### src/rtl/uc_pkg.sv
// ~~~~~~~~~~~~~~~~~~~~~~~~~~~~~~~~~~~~~~~~~~~~~~~~~~~~~~~~~~~~~~~~~~~~~~~~~~~~
// widths, instruction word layout, decoded controls and encodings of the cpu
// ~~~~~~~~~~~~~~~~~~~~~~~~~~~~~~~~~~~~~~~~~~~~~~~~~~~~~~~~~~~~~~~~~~~~~~~~~~~~
`default_nettype none

package uc_pkg;

    parameter int DATA_W = 16;                          // bits per word
    parameter int ADDR_W = 12;                          // microcode address bits

    typedef logic [DATA_W-1:0] word_t;
    typedef logic [ADDR_W-1:0] addr_t;

    typedef enum logic [3:0] {
        ALU_NONE = 4'd0,                                // pass arg a
        ALU_ADD  = 4'd1,
        ALU_SUB  = 4'd2,
        ALU_MUL  = 4'd3,                                // low half of product
        ALU_AND  = 4'd4,
        ALU_XOR  = 4'd5,
        ALU_OR   = 4'd6,
        ALU_ROL  = 4'd7,                                // rotate left by one
        ALU_FAIL = 4'd14,                               // stop with bad status
        ALU_MEM  = 4'd15                                // memory access, alu bypassed
    } alu_op_e;

    typedef enum logic [2:0] {
        SE_NONE = 3'd0,
        SE_DROP = 3'd1,
        SE_PUSH = 3'd2,
        SE_RPLC = 3'd3,                                 // replace top
        SE_SWAP = 3'd4,
        SE_ROT  = 3'd5                                  // a b c -- b c a
    } stack_se_e;

    typedef enum logic [2:0] {
        RNG_UC  = 3'd0,                                 // microcode memory
        RNG_PC  = 3'd1,                                 // word at pc, then pc+1
        RNG_DEV = 3'd3                                  // output device
    } mem_rng_e;

    typedef enum logic [1:0] {A_TOS, A_NOS, A_TORS, A_ZERO} arg_a_e;
    typedef enum logic [1:0] {B_TOS, B_ONE, B_MSB, B_ONES} arg_b_e;

    // control words keep the target address in the low 12 bits
    typedef struct packed {
        logic       ctrl;                               // control transfer
        logic       r_pc;                               // pc <-> return stack
        logic [1:0] r_op;                               // return op, or branch kind
        logic       d_drop;                             // extra drop in alu phase
        logic [2:0] d_op;                               // data stack effect
        logic [1:0] arg_a;                              // write flag + range msb on mem ops
        logic [1:0] arg_b;
        logic [3:0] alu_op;
    } uc_instr_t;

    typedef struct packed {
        stack_se_e d_se;
        stack_se_e r_se;
        alu_op_e   alu_op;
        arg_a_e    sel_a;
        arg_b_e    sel_b;
        logic      mem_en;                              // instruction is a memory op
        logic      mem_wr;                              // store, alu phase only
        mem_rng_e  mem_rng;
        logic      pc_load;                             // branch taken
        logic      pc_inc;                              // literal fetch
        logic      pc_from_r;                           // return
        logic      r_from_pc;                           // return push takes pc
        logic      fail;
    } uc_ctrl_t;

    typedef struct packed {
        logic  valid;
        addr_t addr;
        word_t data;
    } uc_load_t;

endpackage

`default_nettype wire

### src/rtl/uc_alu.sv
// ~~~~~~~~~~~~~~~~~~~~~~~~~~~~~~~~~~~~~~~~~~~~~~~~~~~~~~~~~~~~~~~~~~~~~~~~~~~~
// operand select and registered alu
// ~~~~~~~~~~~~~~~~~~~~~~~~~~~~~~~~~~~~~~~~~~~~~~~~~~~~~~~~~~~~~~~~~~~~~~~~~~~~
`default_nettype none
`timescale 1ns/1ps

module uc_alu import uc_pkg::*; (
    input  logic    i_clk,
    input  alu_op_e i_op,
    input  arg_a_e  i_sel_a,
    input  arg_b_e  i_sel_b,
    input  word_t   i_tos,
    input  word_t   i_nos,
    input  word_t   i_tors,
    output word_t   o_data                              // valid in the next phase
);

    word_t arg_a;
    word_t arg_b;
    word_t result;

    always_comb begin
        case (i_sel_a)
            A_NOS:   arg_a = i_nos;
            A_TORS:  arg_a = i_tors;
            A_ZERO:  arg_a = '0;
            default: arg_a = i_tos;
        endcase
        case (i_sel_b)
            B_ONE:   arg_b = word_t'(1);
            B_MSB:   arg_b = {1'b1, {(DATA_W-1){1'b0}}};   // 16'h8000
            B_ONES:  arg_b = '1;                        // -1
            default: arg_b = i_tos;
        endcase
        case (i_op)
            ALU_ADD: result = arg_a + arg_b;
            ALU_SUB: result = arg_a - arg_b;
            ALU_MUL: result = arg_a * arg_b;            // truncated to a word
            ALU_AND: result = arg_a & arg_b;
            ALU_XOR: result = arg_a ^ arg_b;
            ALU_OR:  result = arg_a | arg_b;
            ALU_ROL: result = {arg_a[DATA_W-2:0], arg_a[DATA_W-1]};
            default: result = arg_a;                    // none, fail, mem
        endcase
    end

    always_ff @(posedge i_clk) begin
        o_data <= result;
    end

endmodule

`default_nettype wire

### config.mk
export PLATFORM = sky130hd
export DESIGN_NAME = uc_alu
export DESIGN_NICKNAME = d
export VERILOG_FILES = /design/src/rtl/uc_pkg.sv /design/src/rtl/uc_alu.sv
export SDC_FILE = /design/constraint.sdc
export NUM_CORES = 1
export LEC_CHECK = 0
export BUFFER_PORTS_ARGS = -buffer_cell sky130_fd_sc_hd__buf_4
export CAP_MARGIN = 20
export CORE_MARGIN = 2
export CORE_UTILIZATION = 56
export DETAILED_ROUTE_END_ITERATION = 7
export MAX_ROUTING_LAYER = met4
export PLACE_DENSITY = 0.85
export SLEW_MARGIN = 20
export SYNTH_ARGS = -nofsm -noshare
export SYNTH_HDL_FRONTEND = slang
export SYNTH_SLANG_ARGS = --single-unit
### constraint.sdc
create_clock -name i_clk -period 6.5 [get_ports i_clk]
set_input_delay 1.3 -clock i_clk [delete_from_list [all_inputs] [get_ports i_clk]]
set_output_delay 1.3 -clock i_clk [all_outputs]
set_load 0.05 [all_outputs]
### Word-level counts from Yosys, hierarchy flattened

Index checks and enable logic that the tools add are counted.
W data, S select, Z words.

* flip-flop bits (word level): 16
* input port bits: 57
* output and inout port bits: 16
* logic and storage cells: 23

* add/sub/neg operators: 2
* multipliers: 1
* equal/unequal tests: 13
* multiplexer cells: 3
* bitwise logic cells: 3

Operators with widths (count)
* $pmux W16 S7: 1
* $pmux W16 S3: 2
* $add A16 B16 Y16: 1
* $and A16 B16 Y16: 1
* $eq A4 B3 Y1 const B: 4
* $mul A16 B16 Y16: 1
* $or A16 B16 Y16: 1
* $sub A16 B16 Y16: 1
* $xor A16 B16 Y16: 1
* $eq A2 B2 Y1 const B: 4
* $eq A4 B2 Y1 const B: 2
* $eq A2 B1 Y1 const B: 2
* $eq A4 B1 Y1 const B: 1

### Longest topological paths before layout

Gate-level depths: netlist of run 1.

* depth in word-level cells: 4
* depth in mapped cells: 29
* gate-level depth less buffers: 26

### Worst setup path before layout of run 1

OpenSTA, ideal clock, no wires.

* path type: input-to-reg
* start point: input port i_sel_a[1]
* end point: register o_data[15]
* arrival time: 6.840 ns
* data required time: 6.367 ns
* path slack: -0.473 ns
* stages on the path: 25
* cell sequence: buf_6 nor2b_4 buf_6 buf_12 a21oi_2 inv_1 ha_1 inv_1 fa_1 fa_1 inv_1 fa_1 fa_1 inv_1 fa_1 fa_1 xnor2_1 xnor2_1 xnor2_1 xnor2_1 xnor2_1 xnor3_1 xnor2_1 o221ai_1 a2bb2oi_1

* word-level cells in the longest chain between the ends: 4
* elaborated cells between the ends (all ways): 11

Ends and longest elaborated chain
* from (decl): line uc_alu.sv:10 `input arg_a_e i_sel_a,`
* $eq A2 B2 Y1 or $eq A2 B1 Y1 (tied branches): line uc_alu.sv:23 `case (i_sel_a)`
* $pmux W16 S3 (*): line uc_alu.sv:23
* $mul A16 B16 Y16, or another cell as far along: line uc_alu.sv:38 `ALU_MUL: result = arg_a * arg_b;`
* $pmux W16 S7 (*): line uc_alu.sv:35 `case (i_op)`
* via result[15]: line uc_alu.sv:20 `word_t result;`
* to (signal assigned): line uc_alu.sv:48 `o_data <= result;`
* to (decl): line uc_alu.sv:15 `output word_t o_data`

The timed path passes the listed nets; every way through them passes the cells marked *.

### Final worst setup path of run 1

* start point: input port i_sel_a[0]
* end point: register o_data[15]

Same word-level chain as after synthesis.

==> reports/qor.txt, run 1 <==
1st-pass router iterations -> 5
Leak -> 4.724 nW
Remaining DRCs -> 0
Post-synth top area share -> 23.26%
EDFF count, synth -> 0
Num ports -> 73
Critical path arrival -> 7000 ps
Setup Crit Path Kind -> in2reg
Highest Clock Rate -> 145.4 MHz
Worst-case clock buffer depth -> 2
Final core utilization -> 79.04%
Post-route insts no fill -> 1268
Max_cap viols -> 0
Hold Crit Class -> in2reg
Number of global-route vias before repair -> 7675
Top flop regs -> o_data (16)
Post-DP Area -> 8716 sq um
Flops & latches, synth -> 16
GR Util All Layers -> 42.09%
Number of buffers created by CTS -> 3
Largest fanout on the critical path -> 8
PortBufs -> 72
Synth warn -> 0
Mapped Nets -> 1111
Synth top area cells -> fa_1, ha_1, inv_1, xnor2_1, nor2_1
Synth unique cells -> 68
Pwr dens -> 263.9 nW/um^2
CTS Hold Bufs -> 0
Req. time, crit path -> 6620 ps
Drt total wl -> 28240 um
VDD IR max -> 0.3655 mV
Vias per cell -> 5.998
Die Area -> 13360 sq um
First-pass GRT wire length -> 41020 um
Slew Viols, Final -> 0
CTS clk-pin slew, worst paths -> 60 ps
Pin count of the biggest net entering global routing -> 26
CTS H-tree depth -> 1
Worst Hold End -> o_data[14]$_DFF_P_
Row count -> 40
Setup ws final -> -378.4 ps
Antenna violations before repair -> 0
Die X-Extent -> 115.6 um
Core Area -> 12060 sq um
Fillers -> 794
Critical path capture point type -> flip-flop
# diodes -> 0
Area grow syn2layout -> 36.76%
Final Hold Violating Endpoints -> 0
Failing checks -> negative setup slack
Startpoint Class -> input pin
Fin area -> 9533 sq um
Leading area contributor after synthesis -> fa_1
Max reg flops -> 16
Placed insts -> 1232
Worst-margin pin slew -> 1225 ps
Starting Density -> 57.79%
RSZ-0062 raised after global routing -> true
Vias -> 7606
Top_reg_cell synth -> dfxtp_1
WL/cell -> 22.27 um
Syn Area/Cell -> 7.948 sq um
Status -> complete, but fails checks
CTS tree -> built
Hold path startpoint -> i_tors[14]
Clk sink count -> 16
Setup violations, final -> 4
Slew headroom -> 17.74%
Final nets -> 1335
Gp weighted congestion -> 1.071
Cells after Synth -> 877
DRT antenna net count -> 0
Mapped Area -> 6970 sq um
Die height -> 115.6 um
Sequential-to-total area share from yosys stat -> 4.595%
Layout cells sized above 1 -> 32.91%
Count leader, synth -> inv_1
FFs w/ async S/R, synth -> 0%
Detailed placer's ending HPWL -> 20600 um
Reg with most FFs -> o_data
Synth cell count leaders -> inv_1, nor2_1, ha_1, nand2_1, fa_1
Root buffer cell -> clkbuf_16
Hold path cells -> 3
Grt ovf -> 0
Final period util -> 105.8%
Initial drt markers -> 891
Fin crit period -> 6878 ps
==> report_power, final <==
group / internal [W] / switching, W / leakage (nW)
clock: 0.0000941 / 0.0000522 / 0.0442
combinational: 0.00101 / 0.00124 / 4.55
sequential: 0.000114 / 0.00000477 / 0.135
total: 0.00122 / 0.00129 / 4.72
==> layer usage <==
| layer | track usage, % | up-vias | wire [um] |
|---|---|---|---|
| met5 | - | - | 0 |
| met4 | 24.98 | 0 | 2558 |
| met3 | 6.276 | 189 | 3359 |
| met2 | 68.30 | 604 | 12530 |
| met1 | 49.49 | 3499 | 9784 |
| li1 | - | 3314 | - |
==> through the flow <==
step	hold slack [ps]	power, W	setup TNS, ps	worst slack, ps
3_3_place_gp	1739	0.001981	-1924	-534.2
6_report	1511	0.002516	-655.9	-378.4
2_1_floorplan	1517	0.001296	-142.4	-142.4
4_1_cts	1487	0.002343	-105.7	-105.7
3_5_place_dp	1749	0.002064	-3021	-647.2
5_1_grt	1548	0.002683	-1521	-502.5
==> cell usage in the layout (no fill, tap or decap), types with 5 or more instances in the layout <==
master and instances:
mux2i_1 11, xor2_1 12, nor2_1 89, nor2b_1 6
a21o_1 13, dfxtp_1 16, o2bb2ai_4 7, a221oi_1 5
nor2_2 11, fa_1 73, buf_12 7, o211ai_1 6
nor3_1 11, buf_4 225, buf_6 10, a211oi_1 5
o21ai_1 5, inv_1 133, a21oi_1 40, fa_2 8
a21oi_2 5, xnor2_1 43, nand2_2 11, a31oi_1 7
o21ai_0 31, inv_2 16, nand2b_1 6, mux2i_2 6
nand2_1 83, o21a_1 6, ha_1 91
==> timing repair <==
item / in CTS / in global routing
endpoints found under the setup margin: 5 / 8
gates cloned: 1 / 2
gates resized for setup: 60 / 47
buffers inserted: 15 / 14
pin swaps: 26 / 31
==> area by class of cell <==
| type | count | area, sq um | share of cell area [%] |
|---|---|---|---|
| multi-input cells | 678 | 6270 | 65.77 |
| repair buffers | 247 | 2052 | 21.53 |
| inverters | 155 | 591.8 | 6.208 |
| flip-flops and latches | 16 | 320.3 | 3.360 |
| well taps | 168 | 210.2 | 2.205 |
| clock buffers | 4 | 88.84 | 0.9319 |
==> logic make-up (layout without fill, tap and decap cells) <==
logic type	after synthesis	in the layout	share of synthesized area, %
AO/OA/AOI/OAI	177	178	18.18
XOR/XNOR	59	59	7.611
adder cells (fa/ha/maj)	177	177	40.50
buffers and inverters	184	406	11.07
flip-flops	16	16	4.595
multiplexers	19	19	2.728
AND/OR/NAND/NOR	245	245	15.31
==> worst max path at each step <==
stage                     startpoint            endpoint  slack [ps]
final                     i_sel_a[0]  o_data[15]$_DFF_P_        -380
after global routing      i_sel_a[0]  o_data[15]$_DFF_P_        -500
after CTS                 i_sel_a[1]  o_data[15]$_DFF_P_        -110
after detailed placement  i_sel_a[0]  o_data[14]$_DFF_P_        -650
after global placement    i_sel_a[0]  o_data[15]$_DFF_P_        -530
after floorplan           i_sel_a[1]  o_data[15]$_DFF_P_        -140
==> worst max-delay path: stages <==
cell and delay, ps:
buf_16 130, nor2b_4 190, buf_4 150, o2bb2ai_1 150, buf_4 210, nand2_1 100, fa_1 480, fa_1 570
inv_2 40, fa_1 480, fa_1 570, inv_2 40, fa_1 480, fa_2 390, xnor2_2 140, xnor2_1 220
xnor2_1 130, xnor2_1 260, xnor2_1 160, xnor3_1 240, xnor2_1 170, buf_4 160, o221ai_2 80, a2bb2oi_1 150
Note: power is estimated with default switching activity, not from simulation.
==> run 2, diff against run 1 <==
- ABC_AREA: unset -> 1
- CORE_UTILIZATION: 56 -> 57
- PLACE_DENSITY: 0.85 -> 0.86
==> run 2 against run 1 <==
Against the previous run:
- the flow finishes with violations (design-rule violations)
- sequential share of layout area rose by 0.087 points
- power rose by 8.3%
- setup slack improved by 410 ps
- non-clock buffer count fell by 39
==> reports/qor.txt, run 2 <==
Status -> complete, but fails checks
Failing checks -> design-rule violations
Setup violations, final -> 0
Antenna violations before repair -> 0
Worst-margin pin slew -> 781.8 ps
WL/cell -> 17.54 um
Detailed placer's ending HPWL -> 20390 um
Slew Viols, Final -> 0
Hold Crit Class -> in2reg
Drt total wl -> 25160 um
Final period util -> 99.46%
Max reg flops -> 16
Most frequent cells in the layout -> nand2_1, inv_1, buf_4
Remaining DRCs -> 2
Comb power frac -> 90.2%
Leak -> 5.154 nW
Slew headroom -> 47.69%
CTS clk-pin slew, worst paths -> 60 ps
Top flop regs -> o_data (16)
Sequential Area -> 320.3 sq um
Int Pwr -> 0.001267 W
Die X-Extent -> 116.8 um
Pin count of the biggest net entering global routing -> 17
FFs w/ async S/R, synth -> 0%
CTS tree -> built
Synth cell count leaders -> nand2_1, inv_1, ha_1, nor2_1, fa_1
Gp weighted congestion -> 1.005
# diodes -> 0
Synth warn -> 0
Cells after Synth -> 1069
Switching pwr -> 0.001458 W
Clk sink count -> 16
Setup ws final -> 35.09 ps
Die Area -> 13650 sq um
Synth top area cells -> fa_1, ha_1, nand2_1, inv_1, nor2_1
Post-route insts no fill -> 1434
Vias -> 8138
Grt ovf -> 0
Fillers -> 1004
Mapped Nets -> 1303
Crit path buf inv count -> 10
Number of buffers created by CTS -> 3
Reg with most FFs -> o_data
Top_reg_cell synth -> dfxtp_1
Crit-path leading delay family -> adder cells
Number of global-route vias before repair -> 7776
EDFF count, synth -> 0
Final Hold Violating Endpoints -> 0
Area of the multi-input gates -> 6131 sq um
Syn Area/Cell -> 6.790 sq um
Max_cap viols -> 0
Slowest Stage Delay on Critical Path -> 530 ps
1st-pass router iterations -> 8
PortBufs -> 72
Setup TNS -> 0 ps
Initial drt markers -> 777
Count leader, synth -> nand2_1
Sequential-to-total area share from yosys stat -> 4.413%
Hold Slack -> 1607 ps
Row count -> 41
Setup Crit Path Kind -> in2reg
Mapped Area -> 7258 sq um
Top cell by count, worst path -> fa_1
Sequential Power Share -> 4.9%
Sw frac -> 53.50%
Synth unique cells -> 51
Num ports -> 73
Setup WS pre-CTS -> -336.4 ps
Leading area contributor after synthesis -> fa_1
Startpoint Class -> input pin
Highest Clock Rate -> 154.7 MHz
Critical path capture point type -> flip-flop
Starting Density -> 57.99%
Critical path arrival -> 6570 ps
Fin area -> 9293 sq um
Root buffer cell -> clkbuf_16
First-pass GRT wire length -> 37730 um
Vias per cell -> 5.675
Flops & latches, synth -> 16
CTS H-tree depth -> 1
Post-DP Area -> 8835 sq um
Req. time, crit path -> 6600 ps
VDD IR max -> 0.2124 mV
Placed insts -> 1416
Fin crit period -> 6465 ps
Final nets -> 1497
Post-synth top area share -> 22.34%
Clock network fraction of total power -> 4.9%
Commonest non-fill, non-tap cell in the layout -> nand2_1
Largest fanout on the critical path -> 6
Area grow syn2layout -> 28.03%
Worst-case clock buffer depth -> 2
DRT antenna net count -> 0
CTS Hold Bufs -> 0
Die height -> 116.8 um
Core Area -> 12520 sq um
Layout cells sized above 1 -> 25.44%
GR Util All Layers -> 36.94%
RSZ-0062 raised after global routing -> true
Pwr dens -> 293.2 nW/um^2
Slowest cell on the critical path -> fa_1
-- run 2: cell types whose count changed after synthesis, moves of 12 or more --
| cell | delta |
|---|---|
| a21o_1 | -13 |
| mux2i_1 | -19 |
| inv_1 | +71 |
| nand3_1 | +40 |
| inv_2 | +16 |
| nand2_1 | +163 |
| xnor2_1 | -41 |
| o22ai_1 | +12 |
-- run 2: path summary, 6_finish.rpt --
kind              cells after the start                  to       start
setup / recovery                     30  o_data[12]$_DFF_P_  i_sel_b[0]
hold / removal                        6  o_data[13]$_DFF_P_   i_nos[13]
-- run 2: repair_timing --
action	4_1_cts	5_1_grt
gates resized for setup	3	70
pin swaps	0	25
setup buffers	0	14
endpoints found under the setup margin	2	4
-- run 2: worst min-delay path: stages --
cell	delay [ps]
buf_4	80
nand2_1	60
nand3_2	90
buf_4	160
nand2_1	60
nand4_1	80
-- run 2: final cells by class --
cell class | instances | area share, %
repair buffers | 208 | 17.44
inverters | 239 | 9.869
well taps | 172 | 2.316
flip-flops and latches | 16 | 3.447
multi-input cells | 795 | 65.98
clock buffers | 4 | 0.9560
-- run 2: cell families (layout without fill, tap and decap cells) --
| family | after synthesis | count (layout) | synth area share, % |
|---|---|---|---|
| simple gates | 457 | 457 | 27.89 |
| compound gates | 141 | 141 | 12.27 |
| flops | 16 | 16 | 4.413 |
| xor+xnor | 20 | 20 | 2.517 |
| buf+inv | 258 | 451 | 14.01 |
| fa+ha+maj | 177 | 177 | 38.89 |
-- run 2: metrics by stage --
step	util, %	total power [W]
after global placement	70.58	0.002281
after CTS	71.39	0.002490
after global routing	74.24	0.002995
after detailed placement	70.58	0.002344
after floorplan	-	0.001579
final	74.24	0.002725
-- run 2: power by group through the flow --
stage / combinational, W / clock [W] / sequential [W]
finish: 0.00246 / 0.000135 / 0.000133
global placement: 0.00215 / 0 / 0.000134
floorplan: 0.00135 / 0 / 0.000225
detailed placement: 0.00221 / 0 / 0.000135
CTS: 0.00223 / 0.000133 / 0.000133
global route: 0.00272 / 0.000140 / 0.000135
-- run 2: layer usage --
metal  vias to the layer above  global-route usage [%]  wire [um]
li1                       3730                       -          -
met5                         -                       -          0
met2                       531                   60.89      11720
met4                         0                   18.75       1612
met1                      3726                   44.37       9225
met3                       151                   5.098       2597
==> run 3, diff against run 2 <==
- BUFFER_PORTS_ARGS: -buffer_cell sky130_fd_sc_hd__buf_4 -> -buffer_cell sky130_fd_sc_hd__clkbuf_2
- CORE_UTILIZATION: 57 -> 50
- PLACE_DENSITY: 0.86 -> 0.78
==> run 3 against run 2 <==
Against the previous run:
- critical path depth is 5 higher
- final area is 0.36% lower
- cell count is 1.1% higher
- core utilization is 9.8 points lower
- critical path type unchanged
- combinational power is 4% higher
- power is 3.9% higher
- critical endpoint is now o_data[15]$_DFF_P_
- die area is 14% higher
- non-clock buffer count is 3 higher
- global-route usage is 4.8 points lower
- hold slack better by 20 ps
- clock power hardly changed
- the flow now finishes without violations
- highest routed layer unchanged
- wire length is 1.7% lower
==> reports/qor.txt, run 3 (synthesized netlist as in run 2, its figures left out) <==
Status -> completed
1st-pass router iterations -> 6
Max_cap viols -> 0
Crit path buf inv count -> 12
Leak -> 5.139 nW
CTS H-tree depth -> 1
Slowest cell on the critical path -> fa_1
First-pass GRT wire length -> 38830 um
Setup ws final -> 142.5 ps
Die Area -> 15500 sq um
Top flop regs -> o_data (16)
Critical path capture point type -> flip-flop
Num ports -> 73
Pin count of the biggest net entering global routing -> 17
CTS tree -> built
Number of buffers created by CTS -> 3
Setup Crit Path Kind -> in2reg
Sequential Area -> 320.3 sq um
Core Area -> 14370 sq um
Top cell by count, worst path -> inv_1
CTS Hold Bufs -> 0
PortBufs -> 72
Number of global-route vias before repair -> 7877
# diodes -> 0
Slowest Stage Delay on Critical Path -> 570 ps
Die height -> 124.5 um
Gp weighted congestion -> 1.026
Die X-Extent -> 124.5 um
CP startpoint -> i_sel_b[1]
Setup violations, final -> 0
Vias per cell -> 5.437
Worst-case clock buffer depth -> 2
Critical Path End -> o_data[15]$_DFF_P_
Slew Viols, Final -> 0
Vias -> 7884
Root buffer cell -> clkbuf_16
Startpoint Class -> input pin
Fin crit period -> 6358 ps
Req. time, crit path -> 6700 ps
Setup TNS -> 0 ps
Hold Slack -> 1627 ps
Highest Clock Rate -> 157.3 MHz
Layout cells sized above 1 -> 27.17%
Total Power -> 0.002830 W
Highest routed layer -> met4
Worst-margin pin slew -> 845.1 ps
WP depth -> 35
Detailed placer's ending HPWL -> 20900 um
Max reg flops -> 16
Final period util -> 97.81%
GR Util All Layers -> 32.18%
Critical path arrival -> 6560 ps
Area grow syn2layout -> 27.56%
Initial drt markers -> 703
Crit-path leading delay family -> adder cells
Row count -> 44
Pwr dens -> 305.7 nW/um^2
Setup WS pre-CTS -> -281.2 ps
VDD IR max -> 0.1447 mV
Commonest non-fill, non-tap cell in the layout -> nand2_1
Most frequent cells in the layout -> nand2_1, inv_1, buf_4
Largest fanout on the critical path -> 7
Final nets -> 1501
Routed length on met1 -> 9626 um
Grt ovf -> 0
Drt total wl -> 24720 um
Antenna violations before repair -> 0
DRT antenna net count -> 0
Area of the multi-input gates -> 6192 sq um
WL/cell -> 17.05 um
Final Hold Violating Endpoints -> 0
Hold Crit Class -> in2reg
Remaining DRCs -> 0
Slew headroom -> 43.45%
CTS clk-pin slew, worst paths -> 50 ps
Met3 wire len -> 2422 um
Fillers -> 1244
Reg with most FFs -> o_data
Wire length on met2 -> 11490 um
Starting Density -> 50.51%
Clk sink count -> 16
[run 3: cell count changes in the layout (fill, tap and decap cells not counted), moves of 4 or more]
cell,before,now
buf_4,198,125
buf_6,7,15
clkbuf_2,0,68
inv_1,207,202
inv_2,23,29
nand2_1,252,244
nand2_2,17,22
nand3_2,7,11
nor2_2,11,6
[run 3: tightest hold or removal path, stage by stage]
cell and delay (ps):
clkbuf_2 90, nand2_1 60, nand3_2 80, buf_4 150, nand2_1 60, nand4_1 100
[run 3: metal layers]
| metal | vias to the layer above | GRT usage (%) |
|---|---|---|
| met2 | 441 | 53.52 |
| met5 | - | - |
| met1 | 3615 | 38.61 |
| met4 | 0 | 13.22 |
| met3 | 92 | 5.799 |
| li1 | 3736 | - |
[run 3: worst min path at each step]
stage / from / endpoint / cells after the start
floorplan: i_nos[13] / o_data[13]$_DFF_P_ / 4
global placement: o_data[6]$_DFF_P_ / o_data[6] / 1
detailed placement: o_data[8]$_DFF_P_ / o_data[8] / 1
CTS: i_tos[13] / o_data[13]$_DFF_P_ / 6
global route: i_tos[13] / o_data[13]$_DFF_P_ / 6
finish: i_tos[13] / o_data[13]$_DFF_P_ / 6
[run 3: metrics by stage]
stage	std cells	util, %	area (sq um)
final	1450	64.44	9259
after global routing	1450	64.44	9259
after global placement	1431	60.67	8717
after detailed placement	1431	60.67	8717
after CTS	1435	61.34	8813
after floorplan	1069	-	7278
[run 3: timing repair]
action                     4_1_cts  5_1_grt
pin swaps                        0       52
setup endpoints to repair        1        5
resized for setup                1      104
cloned                           0        1
setup buffers                    0       14
[run 3: area by class of cell]
cell class | instances | area share, %
Timing Repair inverter | 1 | 0.08108
Multi-Input combinational cell | 795 | 66.88
Timing Repair Buffer | 211 | 16.28
Tap cell | 184 | 2.486
Inverter | 239 | 9.851
Clock buffer | 4 | 0.9595
Sequential cell | 16 | 3.459
[run 3: power breakdown]
group / total (W) / switching, W / internal [W]
combinational: 0.00256 / 0.00147 / 0.00109
sequential: 0.000131 / 0.00000629 / 0.000124
clock: 0.000137 / 0.0000433 / 0.0000937
total: 0.00283 / 0.00152 / 0.00131
